`src/gomoku_settings.svh`:
```
`ifndef GOMOKU_SETTINGS_SVH
`define GOMOKU_SETTINGS_SVH

// ~~~~~~~~~~~~~~~~~~~~~~~~~~~~~~~~~~~~~~~~~~~~~~~~~
// Board geometry
// ~~~~~~~~~~~~~~~~~~~~~~~~~~~~~~~~~~~~~~~~~~~~~~~~~
`define BOARD_SIZE          15
`define CELL_WIDTH          2
`define WINDOW_SHORT        5       // Five and open three
`define WINDOW_LONG         6       // Fours and open two

// ~~~~~~~~~~~~~~~~~~~~~~~~~~~~~~~~~~~~~~~~~~~~~~~~~
// Datapath widths
// ~~~~~~~~~~~~~~~~~~~~~~~~~~~~~~~~~~~~~~~~~~~~~~~~~
`define COUNT_WIDTH         4       // At most 11 windows per column
`define TOTAL_WIDTH         32
`define SCORE_WIDTH         32

// Shape weights
`define WEIGHT_FIVE         1000000
`define WEIGHT_OPEN_FOUR    100000
`define WEIGHT_BLOCKED_FOUR 10000
`define WEIGHT_OPEN_THREE   1000
`define WEIGHT_OPEN_TWO     100

`endif
```
`src/gomoku_score_pkg.sv`:
```
package gomoku_score_pkg;

`include "gomoku_settings.svh"

    // ~~~~~~~~~~~~~~~~~~~~~~~~~~~~~~~~~~~~~~~~~~~~~~~~~
    // Shape counts
    // ~~~~~~~~~~~~~~~~~~~~~~~~~~~~~~~~~~~~~~~~~~~~~~~~~

    // Counts for a single colour within one column
    typedef struct packed {
        logic [`COUNT_WIDTH-1:0] five;
        logic [`COUNT_WIDTH-1:0] open_four;
        logic [`COUNT_WIDTH-1:0] blocked_four;
        logic [`COUNT_WIDTH-1:0] open_three;
        logic [`COUNT_WIDTH-1:0] open_two;
    } color_counts_t;

    typedef struct packed {
        color_counts_t black;
        color_counts_t white;
    } pattern_counts_t;

    // ~~~~~~~~~~~~~~~~~~~~~~~~~~~~~~~~~~~~~~~~~~~~~~~~~
    // Result
    // ~~~~~~~~~~~~~~~~~~~~~~~~~~~~~~~~~~~~~~~~~~~~~~~~~

    // Black total minus white total
    typedef logic signed [`SCORE_WIDTH-1:0] score_t;

endpackage

```
`src/gomoku_board_pkg.sv`:
```
package gomoku_board_pkg;

`include "gomoku_settings.svh"

    // Cell codes of the board
    typedef enum logic [`CELL_WIDTH-1:0] {
        CELL_BLACK = 2'd0,
        CELL_WHITE = 2'd1,
        CELL_EMPTY = 2'd2
    } cell_t;

    // One column, row 0 at the top
    typedef cell_t [0:`BOARD_SIZE-1] column_t;

    // Whole board, column 0 first
    typedef column_t [0:`BOARD_SIZE-1] board_t;

endpackage

```
`src/stage_if.sv`:
```
`timescale 1ns/1ps

// One item per cycle between pipeline stages, no back-pressure
interface stage_if #(
    parameter type payload_t = logic
) ();

    logic     valid;    // Item present this cycle
    logic     first;    // Column 0 of a board
    logic     last;     // Final column of a board
    payload_t payload;

    modport src (
        output valid,
        output first,
        output last,
        output payload
    );

    modport dst (
        input valid,
        input first,
        input last,
        input payload
    );

endinterface

```
`src/gomoku_evaluator.sv`:
```
`timescale 1ns/1ps

module gomoku_evaluator
    import gomoku_board_pkg::*;
    import gomoku_score_pkg::*;
(
    input  logic   i_clk,
    input  logic   i_rst_n,
    input  logic   i_start,
    input  board_t i_board,
    output logic   o_busy,
    output logic   o_done,
    output score_t o_score
);

    // Loader to counter, one column per cycle
    stage_if #(.payload_t(column_t))         column_stream ();
    // Counter to accumulator
    stage_if #(.payload_t(pattern_counts_t)) count_stream ();

    board_loader u_board_loader (
        .i_clk     (i_clk),
        .i_rst_n   (i_rst_n),
        .i_start   (i_start),
        .i_board   (i_board),
        .o_busy    (o_busy),
        .o_columns (column_stream.src)
    );

    column_pattern_counter u_column_pattern_counter (
        .i_clk     (i_clk),
        .i_rst_n   (i_rst_n),
        .i_columns (column_stream.dst),
        .o_counts  (count_stream.src)
    );

    score_accumulator u_score_accumulator (
        .i_clk    (i_clk),
        .i_rst_n  (i_rst_n),
        .i_counts (count_stream.dst),
        .o_done   (o_done),
        .o_score  (o_score)
    );

endmodule

```
`src/score_accumulator.sv`:
```
`timescale 1ns/1ps

`include "gomoku_settings.svh"

module score_accumulator
    import gomoku_score_pkg::*;
(
    input  logic   i_clk,
    input  logic   i_rst_n,
    stage_if.dst   i_counts,
    output logic   o_done,
    output score_t o_score
);

    logic [`TOTAL_WIDTH-1:0] black_total;
    logic [`TOTAL_WIDTH-1:0] white_total;
    logic [`TOTAL_WIDTH-1:0] black_sum;
    logic [`TOTAL_WIDTH-1:0] white_sum;
    logic                    board_end;

    // ~~~~~~~~~~~~~~~~~~~~~~~~~~~~~~~~~~~~~~~~~~~~~~~~~
    // Weighting of one column
    // ~~~~~~~~~~~~~~~~~~~~~~~~~~~~~~~~~~~~~~~~~~~~~~~~~
    function automatic logic [`TOTAL_WIDTH-1:0] weigh(input color_counts_t c);
        logic [`TOTAL_WIDTH-1:0] acc;
        acc = `TOTAL_WIDTH'(c.five) * `WEIGHT_FIVE;
        acc = acc + `TOTAL_WIDTH'(c.open_four) * `WEIGHT_OPEN_FOUR;
        acc = acc + `TOTAL_WIDTH'(c.blocked_four) * `WEIGHT_BLOCKED_FOUR;
        acc = acc + `TOTAL_WIDTH'(c.open_three) * `WEIGHT_OPEN_THREE;
        acc = acc + `TOTAL_WIDTH'(c.open_two) * `WEIGHT_OPEN_TWO;
        return acc;
    endfunction

    // First column restarts both totals
    always_comb begin
        if (i_counts.first) begin
            black_sum = weigh(i_counts.payload.black);
            white_sum = weigh(i_counts.payload.white);
        end else begin
            black_sum = black_total + weigh(i_counts.payload.black);
            white_sum = white_total + weigh(i_counts.payload.white);
        end
    end

    assign board_end = i_counts.valid && i_counts.last;

    always_ff @(posedge i_clk) begin
        if (i_counts.valid) begin
            black_total <= black_sum;
            white_total <= white_sum;
        end
    end

    // ~~~~~~~~~~~~~~~~~~~~~~~~~~~~~~~~~~~~~~~~~~~~~~~~~
    // Result and done pulse
    // ~~~~~~~~~~~~~~~~~~~~~~~~~~~~~~~~~~~~~~~~~~~~~~~~~
    always_ff @(posedge i_clk) begin
        if (!i_rst_n) begin
            o_done  <= 1'b0;
            o_score <= '0;
        end else begin
            o_done <= board_end;
            if (board_end) begin
                o_score <= score_t'(black_sum - white_sum);   // Held until next board
            end
        end
    end

endmodule

```
`src/column_pattern_counter.sv`:
```
`timescale 1ns/1ps

`include "gomoku_settings.svh"

module column_pattern_counter
    import gomoku_board_pkg::*;
    import gomoku_score_pkg::*;
(
    input  logic i_clk,
    input  logic i_rst_n,
    stage_if.dst i_columns,
    stage_if.src o_counts
);

    pattern_counts_t counts_next;

    // ~~~~~~~~~~~~~~~~~~~~~~~~~~~~~~~~~~~~~~~~~~~~~~~~~
    // Window matching for one colour
    // ~~~~~~~~~~~~~~~~~~~~~~~~~~~~~~~~~~~~~~~~~~~~~~~~~
    function automatic color_counts_t count_color(
        input column_t col,
        input cell_t   own,
        input cell_t   opp
    );
        color_counts_t cnt;
        logic          core_three;
        logic          core_four;
        logic          edge_open;
        cnt = '0;

        // 5-cell windows
        for (int i = 0; i <= `BOARD_SIZE - `WINDOW_SHORT; i++) begin
            core_three = (col[i+1] == own) && (col[i+2] == own) && (col[i+3] == own);
            if (core_three && col[i] == own && col[i+4] == own) begin
                cnt.five = cnt.five + 1'b1;
            end
            if (core_three && col[i] == CELL_EMPTY && col[i+4] == CELL_EMPTY) begin
                cnt.open_three = cnt.open_three + 1'b1;
            end
        end

        // 6-cell windows
        for (int i = 0; i <= `BOARD_SIZE - `WINDOW_LONG; i++) begin
            core_four = (col[i+1] == own) && (col[i+2] == own)
                     && (col[i+3] == own) && (col[i+4] == own);
            edge_open = (col[i] == CELL_EMPTY) && (col[i+5] == CELL_EMPTY);
            if (core_four && edge_open) begin
                cnt.open_four = cnt.open_four + 1'b1;
            end
            // One end empty, the other held by the opponent
            if (core_four && ((col[i] == CELL_EMPTY && col[i+5] == opp) ||
                              (col[i] == opp && col[i+5] == CELL_EMPTY))) begin
                cnt.blocked_four = cnt.blocked_four + 1'b1;
            end
            if (edge_open && col[i+1] == CELL_EMPTY && col[i+2] == own
                    && col[i+3] == own && col[i+4] == CELL_EMPTY) begin
                cnt.open_two = cnt.open_two + 1'b1;
            end
        end
        return cnt;
    endfunction

    always_comb begin
        counts_next.black = count_color(i_columns.payload, CELL_BLACK, CELL_WHITE);
        counts_next.white = count_color(i_columns.payload, CELL_WHITE, CELL_BLACK);
    end

    // ~~~~~~~~~~~~~~~~~~~~~~~~~~~~~~~~~~~~~~~~~~~~~~~~~
    // Output register
    // ~~~~~~~~~~~~~~~~~~~~~~~~~~~~~~~~~~~~~~~~~~~~~~~~~
    always_ff @(posedge i_clk) begin
        if (!i_rst_n) begin
            o_counts.valid <= 1'b0;
            o_counts.first <= 1'b0;
            o_counts.last  <= 1'b0;
        end else begin
            o_counts.valid <= i_columns.valid;
            o_counts.first <= i_columns.valid && i_columns.first;
            o_counts.last  <= i_columns.valid && i_columns.last;
        end
    end

    always_ff @(posedge i_clk) begin
        if (i_columns.valid) begin
            o_counts.payload <= counts_next;
        end
    end

endmodule

```
`src/board_loader.sv`:
```
`timescale 1ns/1ps

`include "gomoku_settings.svh"

module board_loader
    import gomoku_board_pkg::*;
(
    input  logic   i_clk,
    input  logic   i_rst_n,
    input  logic   i_start,
    input  board_t i_board,
    output logic   o_busy,
    stage_if.src   o_columns
);

    localparam int IDX_WIDTH = $clog2(`BOARD_SIZE);

    board_t               board_r;      // Snapshot taken on start
    logic [IDX_WIDTH-1:0] col_idx;
    logic                 busy_r;
    logic                 start_accept;
    logic                 last_col;

    assign start_accept = i_start && !busy_r;
    assign last_col     = (col_idx == IDX_WIDTH'(`BOARD_SIZE - 1));
    assign o_busy       = busy_r;

    // ~~~~~~~~~~~~~~~~~~~~~~~~~~~~~~~~~~~~~~~~~~~~~~~~~
    // Run control
    // ~~~~~~~~~~~~~~~~~~~~~~~~~~~~~~~~~~~~~~~~~~~~~~~~~
    always_ff @(posedge i_clk) begin
        if (!i_rst_n) begin
            busy_r          <= 1'b0;
            col_idx         <= '0;
            o_columns.valid <= 1'b0;
            o_columns.first <= 1'b0;
            o_columns.last  <= 1'b0;
        end else begin
            o_columns.valid <= busy_r;
            o_columns.first <= busy_r && (col_idx == '0);
            o_columns.last  <= busy_r && last_col;
            if (start_accept) begin
                busy_r  <= 1'b1;
                col_idx <= '0;
            end else if (busy_r) begin
                col_idx <= col_idx + 1'b1;
                if (last_col) begin
                    busy_r <= 1'b0;     // Free for the next start
                end
            end
        end
    end

    // Board snapshot and column output
    always_ff @(posedge i_clk) begin
        if (start_accept) begin
            board_r <= i_board;
        end
        if (busy_r) begin
            o_columns.payload <= board_r[col_idx];
        end
    end

endmodule

```
`config.mk`:
```
export PLATFORM = sky130hd
export DESIGN_NAME = gomoku_evaluator
export DESIGN_NICKNAME = d
export VERILOG_FILES = /design/src/gomoku_score_pkg.sv /design/src/gomoku_board_pkg.sv /design/src/stage_if.sv /design/src/gomoku_evaluator.sv /design/src/score_accumulator.sv /design/src/column_pattern_counter.sv /design/src/board_loader.sv
export VERILOG_INCLUDE_DIRS = /design/src /design/src/src
export SDC_FILE = /design/constraint.sdc
export NUM_CORES = 1
export LEC_CHECK = 0
export BUFFER_PORTS_ARGS = -buffer_cell sky130_fd_sc_hd__buf_4
export CORE_MARGIN = 3
export CORE_UTILIZATION = 50
export CTS_CLUSTER_DIAMETER = 120
export DETAILED_ROUTE_END_ITERATION = 10
export PLACE_DENSITY = 0.77
export SLEW_MARGIN = 10
export SYNTH_ARGS = -nofsm -noshare
export SYNTH_HDL_FRONTEND = slang
export SYNTH_SLANG_ARGS = --single-unit
```
`constraint.sdc`:
```
create_clock -name i_clk -period 50.9 [get_ports i_clk]
set_input_delay 2.545 -clock i_clk [delete_from_list [all_inputs] [get_ports i_clk]]
set_output_delay 2.545 -clock i_clk [all_outputs]
set_load 0.01 [all_outputs]
```
=== Yosys cells after proc, flatten, opt, wreduce, memory -nomap -nowiden ===
Index checks and enable logic that the tools add are counted.

* Input port bits: 453
* Output and inout bits: 34
* Flip-flop bits (word level): 628

* Bitwise logic cells: 2
* Add/subtract/negate cells: 106
* Multiplexer cells: 112
* $lt $le $gt $ge: 1
* Multipliers: 10
* Equality and inequality tests: 31
* Reduce and logical (&&, ||, !) cells: 356

{| class="wikitable"
|+ Operators by type and width
! operator !! count
|-
| 2-to-1 mux 4 bit || 94
|-
| adder 4 x 1 -> 4 bit (second input constant) || 85
|-
| logical AND 1 bit || 318
|-
| binary-select mux 30 bit (select 4 bit) || 1
|-
| adder 32 x 11 -> 32 bit || 2
|-
| adder 32 x 14 -> 32 bit || 2
|-
| adder 32 bit || 2
|-
| 2-to-1 mux 32 bit || 2
|-
| 2-to-1 mux 30 bit || 2
|-
| adder 24 x 21 -> 25 bit || 2
|-
| multiplier 4 x 14 -> 18 bit (second input constant) || 2
|-
| adder 32 x 18 -> 32 bit || 1
|-
| multiplier 4 x 12 -> 16 bit (second input constant) || 2
|-
| subtractor 32 bit || 1
|-
| equality test 2 x 1 -> 1 bit (second input constant) || 15
|-
| equality test 2 bit (second input constant) || 15
|-
| logical NOT 2 bit || 15
|-
| multiplier 4 x 10 -> 14 bit (second input constant) || 2
|-
| adder 25 x 18 -> 26 bit || 1
|-
| multiplier 4 x 7 -> 11 bit (second input constant) || 2
|-
| adder 1 x 1 -> 2 bit (second input constant) || 10
|-
| logical OR 1 bit || 20
|-
| multiplier 4 x 5 -> 9 bit (second input constant) || 2
|-
| 2-to-1 mux 1 bit || 13
|-
| other kinds (7) || 7
|}

=== Logic depth before layout (Yosys ltp) ===
* Word-level depth: 26
* Depth in mapped cells: 43

=== Hierarchy ===
Synthesis repeated with hierarchy kept, for this count alone.

* Cells, all modules: 3834
* Area, all modules: 43289.0 µm²

{| class="wikitable"
|+ By module, submodules not included
! module !! seq. area each (µm²) !! cells each !! times used !! area an instance (µm²)
|-
| board_loader || 14574.0 || 906 || 1 || 18489.0
|-
| score_accumulator || 2582.5 || 1858 || 1 || 16102.9
|-
| column_pattern_counter || 1261.2 || 1070 || 1 || 8697.1
|}

=== Worst setup path after synthesis ===
OpenSTA, ideal clock, no wires.

* Path type: input to register
* Start: input i_start
* End: register u_board_loader.board_r[0] (netlist name), enable pin
* Stages on the path: 1
* Setup time: 1317 ps
* Data required time: 49583 ps
* Path slack: 27704 ps
* Arrival: 21879 ps
* Cells stage by stage: nor2b_1

* Longest elaborated chain between the ends: 1

{| class="wikitable"
|+ Ends and longest elaborated chain
! item !! RTL line !! source
|-
| start: declaration || gomoku_evaluator.sv:9 || <nowiki>input logic i_start,</nowiki>
|-
| logical AND 1 bit || board_loader.sv:24 || <nowiki>assign start_accept = i_start && !busy_r;</nowiki>
|-
| end signal: assignment || board_loader.sv:57 || <nowiki>board_r <= i_board;</nowiki>
|-
| end: declaration || board_loader.sv:18 || <nowiki>board_t board_r;</nowiki>
|}

Every way passes these cells.
A chain may end at the register's enable or synchronous reset.

=== Final worst setup path ===
* Start: register, netlist name u_column_pattern_counter.o_counts.payload[25]
* End: register u_score_accumulator.o_score[31]

* Longest elaborated chain between the ends: 6

{| class="wikitable"
|+ Ends and longest elaborated chain
! item !! RTL line !! source
|-
| multiplier 4 x 7 -> 11 bit (no line) (*) || -- ||
|-
| adder 32 x 14 -> 32 bit (no line) (*) || -- ||
|-
| adder 32 x 11 -> 32 bit (no line) (*) || -- ||
|-
| adder 32 bit || score_accumulator.sv:40 || <nowiki>black_sum = black_total + weigh(i_counts.payload.black);</nowiki>
|-
| 2-to-1 mux 32 bit (*) || score_accumulator.sv:36 || <nowiki>if (i_counts.first) begin</nowiki>
|-
| net u_score_accumulator.black_sum[20] || score_accumulator.sv:17 || <nowiki>logic [`TOTAL_WIDTH-1:0] black_sum;</nowiki>
|-
| subtractor 32 bit (*) || score_accumulator.sv:64 || <nowiki>o_score <= score_t'(black_sum - white_sum);</nowiki>
|-
| end signal: assignment || score_accumulator.sv:64 ||
|-
| end: declaration || score_accumulator.sv:12 || <nowiki>output score_t o_score</nowiki>
|}

The timed path passes the listed nets; every way through them passes the cells marked *.

==> metrics.txt <==
outcome finished clean; synthesized netlist cell count 3579; Via density 5.66; Max Fclk 0.0971 GHz; core box area 82500 sq um; Die H 295 um; crit end category flip-flop; io pins 487; GRT Residual Overflow 0; worst hold margin 450 ps; Switch Pwr 781 uW; Routed Antenna Nets 0; Yosys top cell area share 41.9%; first-pass GRT wire length 161 mm; fraction of final layout cells sized beyond drive strength 1 21.0%; area of the multi-input gates 21900 sq um; switch share 37.1%; Logic pwr share 46.0%; most frequent cells in the layout 584 x edfxtp_1, 502 x buf_4, 397 x ha_1, 316 x inv_1, 264 x nand2_1; Reg2Reg Setup Slack 40600 ps; CTS resizes 0; Cell Area, Synth 41900 sq um; HP Class flip-flop to flip-flop; Clock Skew 58.5 ps; Storage cell area 18400 sq um; synthesized area per cell 11.7 sq um; Leak 20.3 nW; Required @ worst endpoint 51440 ps; Startpoint Class flip-flop; Wirelength per Cell 20.0 um; Post-synth EDFFs 584; Peak supply drop 0.0000818 V; DR iter-0 viols 1940; final total power 2.11 mW; H-tree levels 3; critical path class flip-flop to flip-flop; Synth area leaders edfxtp_1 42%, ha_1 12%, mux4_2 6.5%; Yosys reg bits 628; initial antenna violation count 6; CTS Hold Bufs 0; post-CTS setup repair buffer count 0; DP Area 46700 sq um; Top cell by count, worst path a21oi_1; area delta synth->final 17.1%; pin count of the biggest net entering global routing 211; Slowest-stage cell, CP a2111oi_0; Clock Latency Late Sink 660 ps; commonest non-fill, non-tap cell in the layout edfxtp_1; Final setup viols 0; Seq pwr share 30.0%; slew margin rel. 16.8%; post-layout util 59.4%; fill count 6467; Final TNS setup 0 ps; final worst-path cycle share 20.2%; Die Wd 295 um; clk root buf clkbuf_16; Worst-Margin Slew 1250 ps; PortBufs 486; Nets 4995; Clk pwr share 24.0%; RSZ-0062 raised after global routing false; PD cells 43.0 nW/um^2; Cell Rows 105; Final min period 10300 ps; synth warn 0; Sink Count 628; vias in the first global route 29500; post-synth top area cell edfxtp_1; dpl hpwl 79.8 mm; DRC violations left 0; GRT Total Usage 23.5%; Clock Pin Slew Worst Setup and Hold Paths 70 ps; Synth Flop Type edfxtp_1; Num CTS Buffers 70; clock tree buffer depth 3; Synth cell types 98; Design Area, Final 49000 sq um; Pins Over Slew Limit 0; Die Area 87200 sq um; delay of the slowest critical-path stage 790 ps; GPL Wtd Cong 0.915; CTS tree built; final hold violation count 0; initial core utilization 50.7%; Pint 1.33 mW; register area share after synthesis 44.0%; WL final 104 mm; Vias 29400; Async S/R FF share, synth 0%; max cap viols 0; WP data arrival 10840 ps; DRT Pass-1 Iters 6; Max FO, Critical Path 6
layer usage:
layer	global-route usage, %	share of wire [%]	up-vias
met1	28.6	39	14200
met5	0	0	-
met2	41.8	51	874
met4	7.70	3.2	0
li1	-	-	14200
met3	4.97	6.1	192
kinds of logic after synthesis:
logic type | Yosys count | share of synthesized area [%]
xor gates and xnor gates | 310 | 6.54
DFF | 628 | 44.0
buffers and inverters | 402 | 3.68
AOI/OAI and AO/OA | 630 | 9.81
adders and majority gates | 472 | 15.5
muxes | 249 | 9.88
and+or+nand+nor | 887 | 10.6
other | 1 | 0.00896
cell type report:
| type | count | area share [%] |
|---|---|---|
| clock inverter | 42 | 1.04 |
| multi-input combinational | 2550 | 44.7 |
| clock buffer | 85 | 3.69 |
| antenna | 6 | 0.0306 |
| tap | 1070 | 2.73 |
| inverter | 316 | 2.42 |
| sequential | 628 | 37.6 |
| timing repair buffer | 504 | 7.77 |
sequential cells by signal (all words and copies together) (netlist names):
signal	cells
u_score_accumulator.black_total	32
u_board_loader.o_columns.valid	1
u_score_accumulator.o_done	1
u_score_accumulator.white_total	32
u_board_loader.o_busy	1
u_column_pattern_counter.o_counts.valid	1
u_column_pattern_counter.o_counts.last	1
u_score_accumulator.o_score	32
u_board_loader.o_columns.first	1
u_column_pattern_counter.o_counts.payload	40
u_board_loader.o_columns.payload	30
u_board_loader.o_columns.last	1
u_board_loader.board_r	450
u_board_loader.col_idx	4
u_column_pattern_counter.o_counts.first	1
critical path: cells and delay by family, from the launching register on:
| kind | cells | cell delay, ps |
|---|---|---|
| AO/OA/AOI/OAI | 19 | 4990 |
| XOR/XNOR | 3 | 480 |
| buffers and inverters | 3 | 190 |
| adder cells (fa/ha/maj) | 8 | 3450 |
| AND/OR/NAND/NOR | 2 | 610 |
| flip-flops | 1 | 510 |
power groups by stage:
stage	sequential, mW	combinational, mW	clock [mW]
floorplan	0.650	0.735	0
global placement	0.641	0.954	0
detailed placement	0.643	0.958	0
CTS	0.633	0.967	0.516
global route	0.635	1.08	0.536
finish	0.633	0.969	0.505
through the flow:
step | std cells | worst slack (ps)
2_1_floorplan | 3580 | 27700
3_3_place_gp | 5068 | 40700
3_5_place_dp | 5068 | 40520
5_1_grt | 5200 | 39650
6_report | 5201 | 40600
4_1_cts | 5195 | 40510
Yosys cell counts (38+ instances only):
cell      number
inv_1        316
dfxtp_1       44
nand3_1       78
mux2_2        68
fa_1          75
xor2_1        95
edfxtp_1     584
mux2i_1       51
nor3_1        49
a21oi_1      168
mux4_2       120
nor2_1       170
nand2_1      264
o21a_1        38
xnor2_1      213
a21o_1        56
o21ai_0      133
clkbuf_1      55
nand2b_1      53
ha_1         397
nor2b_1       53
final timing paths:
| path | start | endpoint | depth (start not counted) |
|---|---|---|---|
| min reg2reg | u_score_accumulator.o_score[6] | u_score_accumulator.o_score[6] | 2 |
| max reg2reg | u_column_pattern_counter.o_counts.payload[25] | u_score_accumulator.o_score[31] | 35 |
| max | u_column_pattern_counter.o_counts.payload[25] | u_score_accumulator.o_score[31] | 35 |
| min | u_score_accumulator.o_score[6] | u_score_accumulator.o_score[6] | 2 |
(Power assumes the default switching activity.)
